$ cat config.mk
export PLATFORM = sky130hd
export DESIGN_NAME = l2_channel_buffers
export DESIGN_NICKNAME = d
export VERILOG_FILES = /design/src/common/l2_pkg.sv /design/src/hw/skid_buffer.sv /design/src/hw/l2_inputs/cpu_req_stage.sv /design/src/hw/l2_inputs/fwd_in_stage.sv /design/src/hw/l2_inputs/rsp_in_stage.sv /design/src/hw/l2_channel_buffers.sv
export SDC_FILE = /design/constraint.sdc
export NUM_CORES = 2
export LEC_CHECK = 0
export ABC_AREA = 1
export CORE_AREA = 2 2 637 639
export DETAILED_ROUTE_END_ITERATION = 8
export DIE_AREA = 0 0 639 641
export DONT_BUFFER_PORTS = 1
export PLACE_DENSITY = 0.3
export SLEW_MARGIN = 20
export SYNTH_ARGS = -nofsm -noshare
export SYNTH_HDL_FRONTEND = slang
export SYNTH_SLANG_ARGS = --single-unit
$ cat constraint.sdc
create_clock -name clk -period 40 [get_ports clk]
set_clock_uncertainty 0.15 [all_clocks]
set_input_delay 8 -clock clk [delete_from_list [all_inputs] [get_ports clk]]
set_output_delay 8 -clock clk [all_outputs]
set_load 0.05 [all_outputs]
$ cat src/common/l2_pkg.sv
package l2_pkg;

    localparam int ADDR_BITS      = 32;
    localparam int WORD_BITS      = 32;
    localparam int WORDS_PER_LINE = 4;
    localparam int OFFSET_BITS    = 4;
    localparam int LINE_ADDR_BITS = ADDR_BITS - OFFSET_BITS;

    localparam int LINE_BITS      = WORDS_PER_LINE * WORD_BITS;

    typedef logic [ADDR_BITS-1:0]      addr_t;
    typedef logic [LINE_ADDR_BITS-1:0] line_addr_t;
    typedef logic [WORD_BITS-1:0]      word_t;
    typedef logic [LINE_BITS-1:0]      line_t;
    typedef logic [WORDS_PER_LINE-1:0] word_mask_t;
    typedef logic [2:0]                hsize_t;
    typedef logic [0:0]                hprot_t;
    typedef logic [1:0]                cpu_msg_t;
    typedef logic [4:0]                coh_msg_t;
    typedef logic [3:0]                req_id_t;
    typedef logic [3:0]                invack_cnt_t;

    // CPU request kinds
    localparam cpu_msg_t CPU_READ       = 2'b00;
    localparam cpu_msg_t CPU_READ_ATOM  = 2'b01;
    localparam cpu_msg_t CPU_WRITE      = 2'b10;
    localparam cpu_msg_t CPU_WRITE_ATOM = 2'b11;

    // Requests from L2 to the directory
    localparam coh_msg_t REQ_GETS   = 5'b00000;
    localparam coh_msg_t REQ_GETM   = 5'b00001;
    localparam coh_msg_t REQ_PUTS   = 5'b00010;
    localparam coh_msg_t REQ_PUTM   = 5'b00011;

    // Forwards from the directory
    localparam coh_msg_t FWD_GETS   = 5'b01000;
    localparam coh_msg_t FWD_GETM   = 5'b01001;
    localparam coh_msg_t FWD_INV    = 5'b01010;
    localparam coh_msg_t FWD_PUTACK = 5'b01011;

    // Responses
    localparam coh_msg_t RSP_S      = 5'b10000;
    localparam coh_msg_t RSP_DATA   = 5'b10001;
    localparam coh_msg_t RSP_EDATA  = 5'b10010;
    localparam coh_msg_t RSP_INVACK = 5'b10011;

    typedef struct packed {
        cpu_msg_t cpu_msg;
        hsize_t   hsize;
        hprot_t   hprot;
        addr_t    addr;
        word_t    word;
    } cpu_req_t;

    typedef struct packed {
        coh_msg_t   coh_msg;
        line_addr_t addr;
        req_id_t    req_id;
        line_t      line;
        word_mask_t word_mask;
    } fwd_in_t;

    typedef struct packed {
        coh_msg_t    coh_msg;
        line_addr_t  addr;
        line_t       line;
        word_mask_t  word_mask;
        invack_cnt_t invack_cnt;
    } rsp_in_t;

    typedef struct packed {
        coh_msg_t   coh_msg;
        hprot_t     hprot;
        line_addr_t addr;
        line_t      line;
        word_mask_t word_mask;
    } req_out_t;

    typedef struct packed {
        coh_msg_t   coh_msg;
        req_id_t    req_id;
        logic       to_req;
        line_addr_t addr;
        line_t      line;
        word_mask_t word_mask;
    } rsp_out_t;

endpackage

$ cat src/hw/skid_buffer.sv
`timescale 1ns/10ps

module skid_buffer #(
    parameter type payload_t = logic
) (
    input  logic     clk,
    input  logic     rst,

    // Producer side
    input  logic     valid_i,
    output logic     ready_o,
    input  payload_t payload_i,

    // Consumer side
    output logic     valid_o,
    input  logic     ready_i,
    output payload_t payload_o,

    output logic     held_o
);

    logic     held_q;
    payload_t store_q;
    logic     take_in;
    logic     park;

    assign take_in = valid_i && ready_o;

    // Accepted but the consumer cannot take it this cycle
    assign park = take_in && !ready_i;

    always_ff @(posedge clk or negedge rst) begin
        if (!rst) begin
            held_q <= 1'b0;
        end else if (held_q && ready_i) begin
            held_q <= 1'b0;
        end else if (park) begin
            held_q <= 1'b1;
        end
    end

    always_ff @(posedge clk) begin
        if (park) begin
            store_q <= payload_i;
        end
    end

    // Empty buffer always accepts and a full one stalls the producer
    assign ready_o   = !held_q;
    assign valid_o   = valid_i || held_q;
    assign payload_o = held_q ? store_q : payload_i;
    assign held_o    = held_q;

endmodule

$ cat src/hw/l2_inputs/cpu_req_stage.sv
`timescale 1ns/10ps

module cpu_req_stage import l2_pkg::*; (
    input  logic     clk,
    input  logic     rst,

    input  logic     cpu_req_valid_i,
    output logic     cpu_req_ready_o,
    input  cpu_req_t cpu_req_i,

    output logic     cpu_req_valid_int_o,
    input  logic     cpu_req_ready_int_i,

    input  logic     set_cpu_req_conflict_i,
    input  logic     set_cpu_req_from_conflict_i,

    output cpu_req_t cpu_req_o,
    output addr_t    cpu_req_addr_o
);

    cpu_req_t cpu_req_buf;
    cpu_req_t cpu_req_conflict;
    logic     cpu_req_held;
    addr_t    buf_addr;

    skid_buffer #(
        .payload_t(cpu_req_t)
    ) i_cpu_req_buf (
        .clk       (clk),
        .rst       (rst),
        .valid_i   (cpu_req_valid_i),
        .ready_o   (cpu_req_ready_o),
        .payload_i (cpu_req_i),
        .valid_o   (cpu_req_valid_int_o),
        .ready_i   (cpu_req_ready_int_i),
        .payload_o (cpu_req_buf),
        .held_o    (cpu_req_held)
    );

    // Replay of the conflict copy wins over a new transfer
    always_ff @(posedge clk or negedge rst) begin
        if (!rst) begin
            cpu_req_o <= '0;
        end else if (set_cpu_req_from_conflict_i) begin
            cpu_req_o <= cpu_req_conflict;
        end else if (cpu_req_valid_int_o && cpu_req_ready_int_i) begin
            cpu_req_o <= cpu_req_buf;
        end
    end

    // Request parked because its set was busy
    always_ff @(posedge clk or negedge rst) begin
        if (!rst) begin
            cpu_req_conflict <= '0;
        end else if (set_cpu_req_conflict_i) begin
            cpu_req_conflict <= cpu_req_o;
        end
    end

    assign buf_addr = cpu_req_held ? cpu_req_buf.addr : cpu_req_i.addr;

    // Set lookup address ahead of the latch update
    assign cpu_req_addr_o = set_cpu_req_from_conflict_i ? cpu_req_conflict.addr : buf_addr;

endmodule

$ cat src/hw/l2_inputs/fwd_in_stage.sv
`timescale 1ns/10ps

module fwd_in_stage import l2_pkg::*; (
    input  logic       clk,
    input  logic       rst,

    input  logic       fwd_in_valid_i,
    output logic       fwd_in_ready_o,
    input  fwd_in_t    fwd_in_i,

    output logic       fwd_in_valid_int_o,
    input  logic       fwd_in_ready_int_i,

    input  logic       set_fwd_in_stalled_i,
    input  logic       set_fwd_in_from_stalled_i,

    output fwd_in_t    fwd_in_o,
    output line_addr_t fwd_in_addr_o,
    output line_addr_t fwd_in_tmp_addr_o
);

    fwd_in_t    fwd_in_buf;
    fwd_in_t    fwd_in_stalled;
    logic       fwd_in_held;
    line_addr_t incoming_addr;

    skid_buffer #(
        .payload_t(fwd_in_t)
    ) i_fwd_in_buf (
        .clk       (clk),
        .rst       (rst),
        .valid_i   (fwd_in_valid_i),
        .ready_o   (fwd_in_ready_o),
        .payload_i (fwd_in_i),
        .valid_o   (fwd_in_valid_int_o),
        .ready_i   (fwd_in_ready_int_i),
        .payload_o (fwd_in_buf),
        .held_o    (fwd_in_held)
    );

    always_ff @(posedge clk or negedge rst) begin
        if (!rst) begin
            fwd_in_o <= '0;
        end else if (set_fwd_in_from_stalled_i) begin
            fwd_in_o <= fwd_in_stalled;
        end else if (fwd_in_valid_int_o && fwd_in_ready_int_i) begin
            fwd_in_o <= fwd_in_buf;
        end
    end

    always_ff @(posedge clk or negedge rst) begin
        if (!rst) begin
            fwd_in_stalled <= '0;
        end else if (set_fwd_in_stalled_i) begin
            fwd_in_stalled <= fwd_in_o;
        end
    end

    assign incoming_addr = fwd_in_held ? fwd_in_buf.addr : fwd_in_i.addr;

    // Address of the next forward regardless of any stalled one
    assign fwd_in_tmp_addr_o = incoming_addr;
    assign fwd_in_addr_o     = set_fwd_in_from_stalled_i ? fwd_in_stalled.addr : incoming_addr;

endmodule

$ cat src/hw/l2_inputs/rsp_in_stage.sv
`timescale 1ns/10ps

module rsp_in_stage import l2_pkg::*; (
    input  logic       clk,
    input  logic       rst,

    input  logic       rsp_in_valid_i,
    output logic       rsp_in_ready_o,
    input  rsp_in_t    rsp_in_i,

    output logic       rsp_in_valid_int_o,
    input  logic       rsp_in_ready_int_i,

    output rsp_in_t    rsp_in_o,
    output line_addr_t rsp_in_addr_o
);

    rsp_in_t rsp_in_buf;
    logic    rsp_in_held;

    skid_buffer #(
        .payload_t(rsp_in_t)
    ) i_rsp_in_buf (
        .clk       (clk),
        .rst       (rst),
        .valid_i   (rsp_in_valid_i),
        .ready_o   (rsp_in_ready_o),
        .payload_i (rsp_in_i),
        .valid_o   (rsp_in_valid_int_o),
        .ready_i   (rsp_in_ready_int_i),
        .payload_o (rsp_in_buf),
        .held_o    (rsp_in_held)
    );

    always_ff @(posedge clk or negedge rst) begin
        if (!rst) begin
            rsp_in_o <= '0;
        end else if (rsp_in_valid_int_o && rsp_in_ready_int_i) begin
            rsp_in_o <= rsp_in_buf;
        end
    end

    assign rsp_in_addr_o = rsp_in_held ? rsp_in_buf.addr : rsp_in_i.addr;

endmodule

$ cat src/hw/l2_channel_buffers.sv
`timescale 1ns/10ps

module l2_channel_buffers import l2_pkg::*; (
    input  logic       clk,
    input  logic       rst,

    // CPU request in
    input  logic       cpu_req_valid_i,
    output logic       cpu_req_ready_o,
    input  cpu_req_t   cpu_req_i,
    output logic       cpu_req_valid_int_o,
    input  logic       cpu_req_ready_int_i,
    input  logic       set_cpu_req_conflict_i,
    input  logic       set_cpu_req_from_conflict_i,
    output cpu_req_t   cpu_req_o,
    output addr_t      cpu_req_addr_o,

    // Forward in
    input  logic       fwd_in_valid_i,
    output logic       fwd_in_ready_o,
    input  fwd_in_t    fwd_in_i,
    output logic       fwd_in_valid_int_o,
    input  logic       fwd_in_ready_int_i,
    input  logic       set_fwd_in_stalled_i,
    input  logic       set_fwd_in_from_stalled_i,
    output fwd_in_t    fwd_in_o,
    output line_addr_t fwd_in_addr_o,
    output line_addr_t fwd_in_tmp_addr_o,

    // Response in
    input  logic       rsp_in_valid_i,
    output logic       rsp_in_ready_o,
    input  rsp_in_t    rsp_in_i,
    output logic       rsp_in_valid_int_o,
    input  logic       rsp_in_ready_int_i,
    output rsp_in_t    rsp_in_o,
    output line_addr_t rsp_in_addr_o,

    // Request out
    input  logic       req_out_valid_int_i,
    output logic       req_out_ready_int_o,
    input  req_out_t   req_out_int_i,
    output logic       req_out_valid_o,
    input  logic       req_out_ready_i,
    output req_out_t   req_out_o,

    // Response out
    input  logic       rsp_out_valid_int_i,
    output logic       rsp_out_ready_int_o,
    input  rsp_out_t   rsp_out_int_i,
    output logic       rsp_out_valid_o,
    input  logic       rsp_out_ready_i,
    output rsp_out_t   rsp_out_o
);

    cpu_req_stage i_cpu_req_stage (
        .clk                         (clk),
        .rst                         (rst),
        .cpu_req_valid_i             (cpu_req_valid_i),
        .cpu_req_ready_o             (cpu_req_ready_o),
        .cpu_req_i                   (cpu_req_i),
        .cpu_req_valid_int_o         (cpu_req_valid_int_o),
        .cpu_req_ready_int_i         (cpu_req_ready_int_i),
        .set_cpu_req_conflict_i      (set_cpu_req_conflict_i),
        .set_cpu_req_from_conflict_i (set_cpu_req_from_conflict_i),
        .cpu_req_o                   (cpu_req_o),
        .cpu_req_addr_o              (cpu_req_addr_o)
    );

    fwd_in_stage i_fwd_in_stage (
        .clk                       (clk),
        .rst                       (rst),
        .fwd_in_valid_i            (fwd_in_valid_i),
        .fwd_in_ready_o            (fwd_in_ready_o),
        .fwd_in_i                  (fwd_in_i),
        .fwd_in_valid_int_o        (fwd_in_valid_int_o),
        .fwd_in_ready_int_i        (fwd_in_ready_int_i),
        .set_fwd_in_stalled_i      (set_fwd_in_stalled_i),
        .set_fwd_in_from_stalled_i (set_fwd_in_from_stalled_i),
        .fwd_in_o                  (fwd_in_o),
        .fwd_in_addr_o             (fwd_in_addr_o),
        .fwd_in_tmp_addr_o         (fwd_in_tmp_addr_o)
    );

    rsp_in_stage i_rsp_in_stage (
        .clk                (clk),
        .rst                (rst),
        .rsp_in_valid_i     (rsp_in_valid_i),
        .rsp_in_ready_o     (rsp_in_ready_o),
        .rsp_in_i           (rsp_in_i),
        .rsp_in_valid_int_o (rsp_in_valid_int_o),
        .rsp_in_ready_int_i (rsp_in_ready_int_i),
        .rsp_in_o           (rsp_in_o),
        .rsp_in_addr_o      (rsp_in_addr_o)
    );

    // Output channels driven by the controller side
    skid_buffer #(
        .payload_t(req_out_t)
    ) i_req_out_buf (
        .clk       (clk),
        .rst       (rst),
        .valid_i   (req_out_valid_int_i),
        .ready_o   (req_out_ready_int_o),
        .payload_i (req_out_int_i),
        .valid_o   (req_out_valid_o),
        .ready_i   (req_out_ready_i),
        .payload_o (req_out_o),
        .held_o    ()
    );

    skid_buffer #(
        .payload_t(rsp_out_t)
    ) i_rsp_out_buf (
        .clk       (clk),
        .rst       (rst),
        .valid_i   (rsp_out_valid_int_i),
        .ready_o   (rsp_out_ready_int_o),
        .payload_i (rsp_out_int_i),
        .valid_o   (rsp_out_valid_o),
        .ready_i   (rsp_out_ready_i),
        .payload_o (rsp_out_o),
        .held_o    ()
    );

endmodule

Yosys cells after proc, flatten, opt, wreduce, memory -nomap -nowiden:

Cells that the tools add are included.

* bits in registers: 1396
* input bits: 760
* output and inout port bits: 870
* logic and storage cells: 120

* mux-type cells: 24
* reductions and logical operators: 40

Operator list (number)
* $mux 169: 4
* $mux 70: 3
* $mux 170: 1
* $mux 166: 1
* $mux 28: 3
* $mux 32: 2
* $logic_and 1x1->1: 18
* $reduce_bool 2->1: 7
* $logic_not 1->1: 10
* $mux 1: 10
* $logic_or 1x1->1: 5

Longest topological paths before layout:

* depth after elaboration: 5
* depth in mapped cells: 8
* gate-level depth less buffers: 5

Cells and area by module:

A second synthesis with hierarchy kept.

* cell total of the unflattened synthesis: 7222
* area total of the unflattened synthesis: 62748.9 µm²

By module, submodules not included
* fwd_in_stage: instances 1, cells an instance 2196, area an instance 16291.9 µm², seq. area each 8458.1 µm²
* skid_buffer at i_fwd_in_stage.i_fwd_in_buf ...: instances 2, cells an instance 720, area an instance 7279.5 µm², seq. area each 5099.9 µm²
* skid_buffer at i_rsp_out_buf: instances 1, cells an instance 724, area an instance 7315.8 µm², seq. area each 5129.9 µm²
* skid_buffer at i_req_out_buf: instances 1, cells an instance 708, area an instance 7194.4 µm², seq. area each 5009.8 µm²
* cpu_req_stage: instances 1, cells an instance 1029, area an instance 7189.4 µm², seq. area each 3503.4 µm²
* rsp_in_stage: instances 1, cells an instance 823, area an instance 7128.1 µm², seq. area each 4229.1 µm²
* skid_buffer at i_cpu_req_stage.i_cpu_req_buf: instances 1, cells an instance 302, area an instance 3070.4 µm², seq. area each 2127.0 µm²

Least setup slack after synthesis:

No wires, ideal clock.

* kind: input to register
* from: input port rsp_out_ready_i
* to: register i_rsp_out_buf.store_q[0] (netlist bit), enable pin
* library setup time: 907 ps
* arrival time: 19529 ps
* data required time: 38943 ps
* setup slack: 19413 ps
* stages on the path: 1
* path buffers: 0
* cell sequence: nor3_1

* cells in the longest elaborated chain, start to end: 2

RTL lines
* start: declaration: line l2_channel_buffers.sv:52 `input logic rsp_out_ready_i,`
* $logic_not 1->1: line skid_buffer.sv:30 `assign park = take_in && !ready_i;`
* $logic_and 1x1->1: line skid_buffer.sv:30
* end signal: assignment: line skid_buffer.sv:44 `store_q <= payload_i;`
* end: declaration: line skid_buffer.sv:23 `payload_t store_q;`

No other way between the ends.
A chain may end at the register's enable or synchronous reset.

Final worst setup path:

* from: input port set_fwd_in_from_stalled_i
* to: output port fwd_in_addr_o[14]

* cells in the longest elaborated chain, start to end: 1

RTL lines
* start: declaration: line l2_channel_buffers.sv:25 `input logic set_fwd_in_from_stalled_i,`
* $mux 28: line fwd_in_stage.sv:63 `assign fwd_in_addr_o = set_fwd_in_from_stalled_i ? fwd_in_stalled.addr : incoming_addr;`
* end: declaration: line l2_channel_buffers.sv:27 `output line_addr_t fwd_in_addr_o,`

No other way between the ends.

==> results.yml <==
drt:
  avgRoutedWirePerCell_um: 26.1
  final_antenna_net_count: 0
  drc: 0
  routed_wl_um: 303000
  drtIter0Drc: 3505
  dr.pass1.iters: 6
  via_per_inst: 3.71
  num_vias: 43100
global_route:
  grt-ovfl-total: 0
  grt_max_degree: 173
  grtUsageMet2_pct: 23.7
  grtUsageTotal_pct: 14.1
  met3_usage_pct: 5.72
  gr-max-usage-layer: "met2"
  grt_pass1_wl_um: 401000
  antenna_found_initial: 36
  met1_usage_pct: 15.7
  grt_pass1_vias: 41500
logic_synthesis:
  syn-num-nets: 7007
  synth_area_leaders: "edfxtp_1 38%, dfrtp_1 28%, nand2_1 20%"
  synth_seq_cells: 1396
  synth_top_area_share_pct: 38.1
  synth.avg_cell_area_um2: 9.39
  synth_edf_count: 744
  yosysSeqAreaShare_pct: 65.9
  synth_area_um2: 58700
  ys.flop_type: "edfxtp_1"
  synthArstFlopShare_pct: 46.7
  syn_inst: 6247
  netlist.top_cell.by_area: "edfxtp_1"
  yosysWarnings: 0
  synth_cell_type_count: 24
placement:
  dpl.cell_count: 11200
  place.gp.congestion: 1.14
  io_buffer_count: 0
  dpl_cell_area_um2: 64300
  hpwl_um: 222000
power:
  p_leak_nw: 30.0
  ir_drop_v: 0.0000311
  cellPowerDensity_nw_per_um2: 60.3
worst_setup_path:
  cp.arrival_ns: 10.07
  crit_fanout: 171
  crit_required_ns: 31.85
  worstPathCellList: "inv_8, buf_4, nand3_1, and2_1"
  end_kind: "output pin"
  critPathMaxStageDelay_ns: 0.58
  crit_path_start_kind: "input pin"
  cp_slowest_cell: "inv_8"
  path_class: "input pin to output pin"
cts:
  htreeDepth: 4
  post_cts_buffers: 0
  cts_made_buffers: 187
  cts_tree: "built"
  cts_sinks: 1396
  ctsLongestPathBuffers: 4
  insertion_delay_ns: 0.86
  holdBufCountCts: 0
  clk_pin_slew_ns: 0.06
  cts_root_buf: "clkbuf_16"
  cts_resized: 0
sta:
  fin_crit_ns: 18.22
  hold_viol_final: 0
  drv_slew: 47
  rsz0062_at_grt: "no"
  fmax_mhz: 54.9
  tns_ns: 0
  setup_viol: 0
  relSlewSlack_pct: -6.80
  tightest_slew_ns: 1.60
  period_share_pct: 45.5
floorplanning:
  die_w_um: 639
  dieArea_um2: 410000
  rows: 233
  design.core.area_um2: 402000
  fp.dieH_um: 641
  start_util_pct: 14.6
  ios: 1630
cells_and_area:
  final_nets: 6886
  fin_cells: 11600
  drive_gt1_share_pct: 6.22
  syn_to_final_growth_pct: 20.1
  design_area_um2: 70500
  fill_cells: 44700
min_path:
  hold_class: "flop to flop"
flow_run:
  maxCapViolCount: 0
run_status:
  status: "finished, violations left"
  violations: "slew limit"
## flip-flops by register name, indices dropped and copies added (netlist names)
signal and cells:
i_fwd_in_stage.fwd_in_o 169, i_cpu_req_stage.cpu_req_o 70, i_cpu_req_stage.cpu_req_conflict 70, i_cpu_req_stage.i_cpu_req_buf.held_o 1
i_rsp_out_buf.store_q 170, i_rsp_in_stage.rsp_in_o 169, i_rsp_in_stage.i_rsp_in_buf.held_o 1, i_req_out_buf.store_q 166
i_rsp_in_stage.i_rsp_in_buf.store_q 169, i_cpu_req_stage.i_cpu_req_buf.store_q 70, i_fwd_in_stage.fwd_in_stalled 169, i_req_out_buf.held_o 1
i_fwd_in_stage.i_fwd_in_buf.store_q 169, i_fwd_in_stage.i_fwd_in_buf.held_o 1, i_rsp_out_buf.held_o 1
## worst paths after layout
path | startpoint | endpoint | slack (ns) | cells past startpoint
min reg2reg | i_cpu_req_stage.cpu_req_conflict[64] | i_cpu_req_stage.cpu_req_o[64] | 0.33 | 2
max in group asynchronous | rst | i_fwd_in_stage.i_fwd_in_buf.held_o | 28.43 | 6
max reg2reg | i_fwd_in_stage.i_fwd_in_buf.held_o | i_fwd_in_stage.fwd_in_o[9] | 35.44 | 9
min | i_cpu_req_stage.cpu_req_conflict[64] | i_cpu_req_stage.cpu_req_o[64] | 0.33 | 2
min in group asynchronous | rst | i_fwd_in_stage.fwd_in_stalled[118] | 6.93 | 1
max | set_fwd_in_from_stalled_i | fwd_in_addr_o[14] | 21.78 | 4
## stage by stage
| step | power (mW) | util (%) | setup slack (ns) | hold slack (ns) |
|---|---|---|---|---|
| final | 4.25 | 17.5 | 21.78 | 0.332 |
| after detailed placement | 2.61 | 16.0 | 21.87 | 0.325 |
| after CTS | 4.34 | 17.5 | 21.87 | 0.336 |
| after global placement | 2.60 | 16.0 | 21.91 | 0.318 |
| after global routing | 4.44 | 17.5 | 21.80 | 0.351 |
| after floorplan | 2.38 | - | 19.41 | 0.308 |
## report_power, final
group	internal, mW	leakage (nW)	switching [mW]
Sequential	1.65	14.9	0.375
Clock	0.976	2.93	0.705
Combinational	0.102	12.1	0.441
## synthesized netlist by cell type, types with 3 or more instances
library cell / instances
nor3_1: 4
buf_2: 115
dfrtp_1: 652
inv_1: 381
nand3_1: 512
nand2_1: 3084
and2_1: 60
buf_1: 24
o21ai_0: 375
a21oi_1: 4
clkbuf_1: 213
edfxtp_1: 744
nor2_1: 3
buf_4: 30
mux2_2: 34
inv_2: 4
## area by class of cell
| type | count | area, µm² | share of cell area (%) |
|---|---|---|---|
| antenna | 29 | 72.6 | 0.103 |
| clock buffer | 299 | 5540 | 7.86 |
| clock inverter | 49 | 487 | 0.691 |
| inverter | 387 | 1480 | 2.11 |
| multi-input combinational | 4082 | 16900 | 24.0 |
| sequential | 1396 | 38700 | 54.9 |
| tap | 5287 | 6620 | 9.39 |
| timing repair buffer | 72 | 666 | 0.945 |
## layout by cell type (no fill, tap or decap), drive strengths merged
cell type and count:
nand2 3085, clkinv 40, and2 60, o21ai 376
o21a 1, nor2 5, nor3 4, dfrtp 652
bufinv 4, mux2 34, buf 72, clkbuf 299
a21oi 5, inv 392, diode 29, nand3 512
edfxtp 744
## logic make-up after synthesis
logic type	after synthesis	synth area share, %
AOI/OAI and AO/OA	382	3.29
buffers and inverters	769	5.36
and+or+nand+nor	3666	24.8
DFF	1396	65.9
muxes	34	0.652
## layer usage
| layer | part of all wire, % | routed length, µm |
|---|---|---|
| met1 | 37 | 113000 |
| met2 | 49 | 147000 |
| met5 | 0.035 | 107 |
| met4 | 4.5 | 13600 |
| met3 | 9.5 | 28800 |
## worst max-delay path: cells and delay by family
| kind | cells | cell delay, ns |
|---|---|---|
| buffers and inverters | 2 | 1.10 |
| AND/OR/NAND/NOR | 2 | 0.60 |
Power figures use the tool's default switching activity.
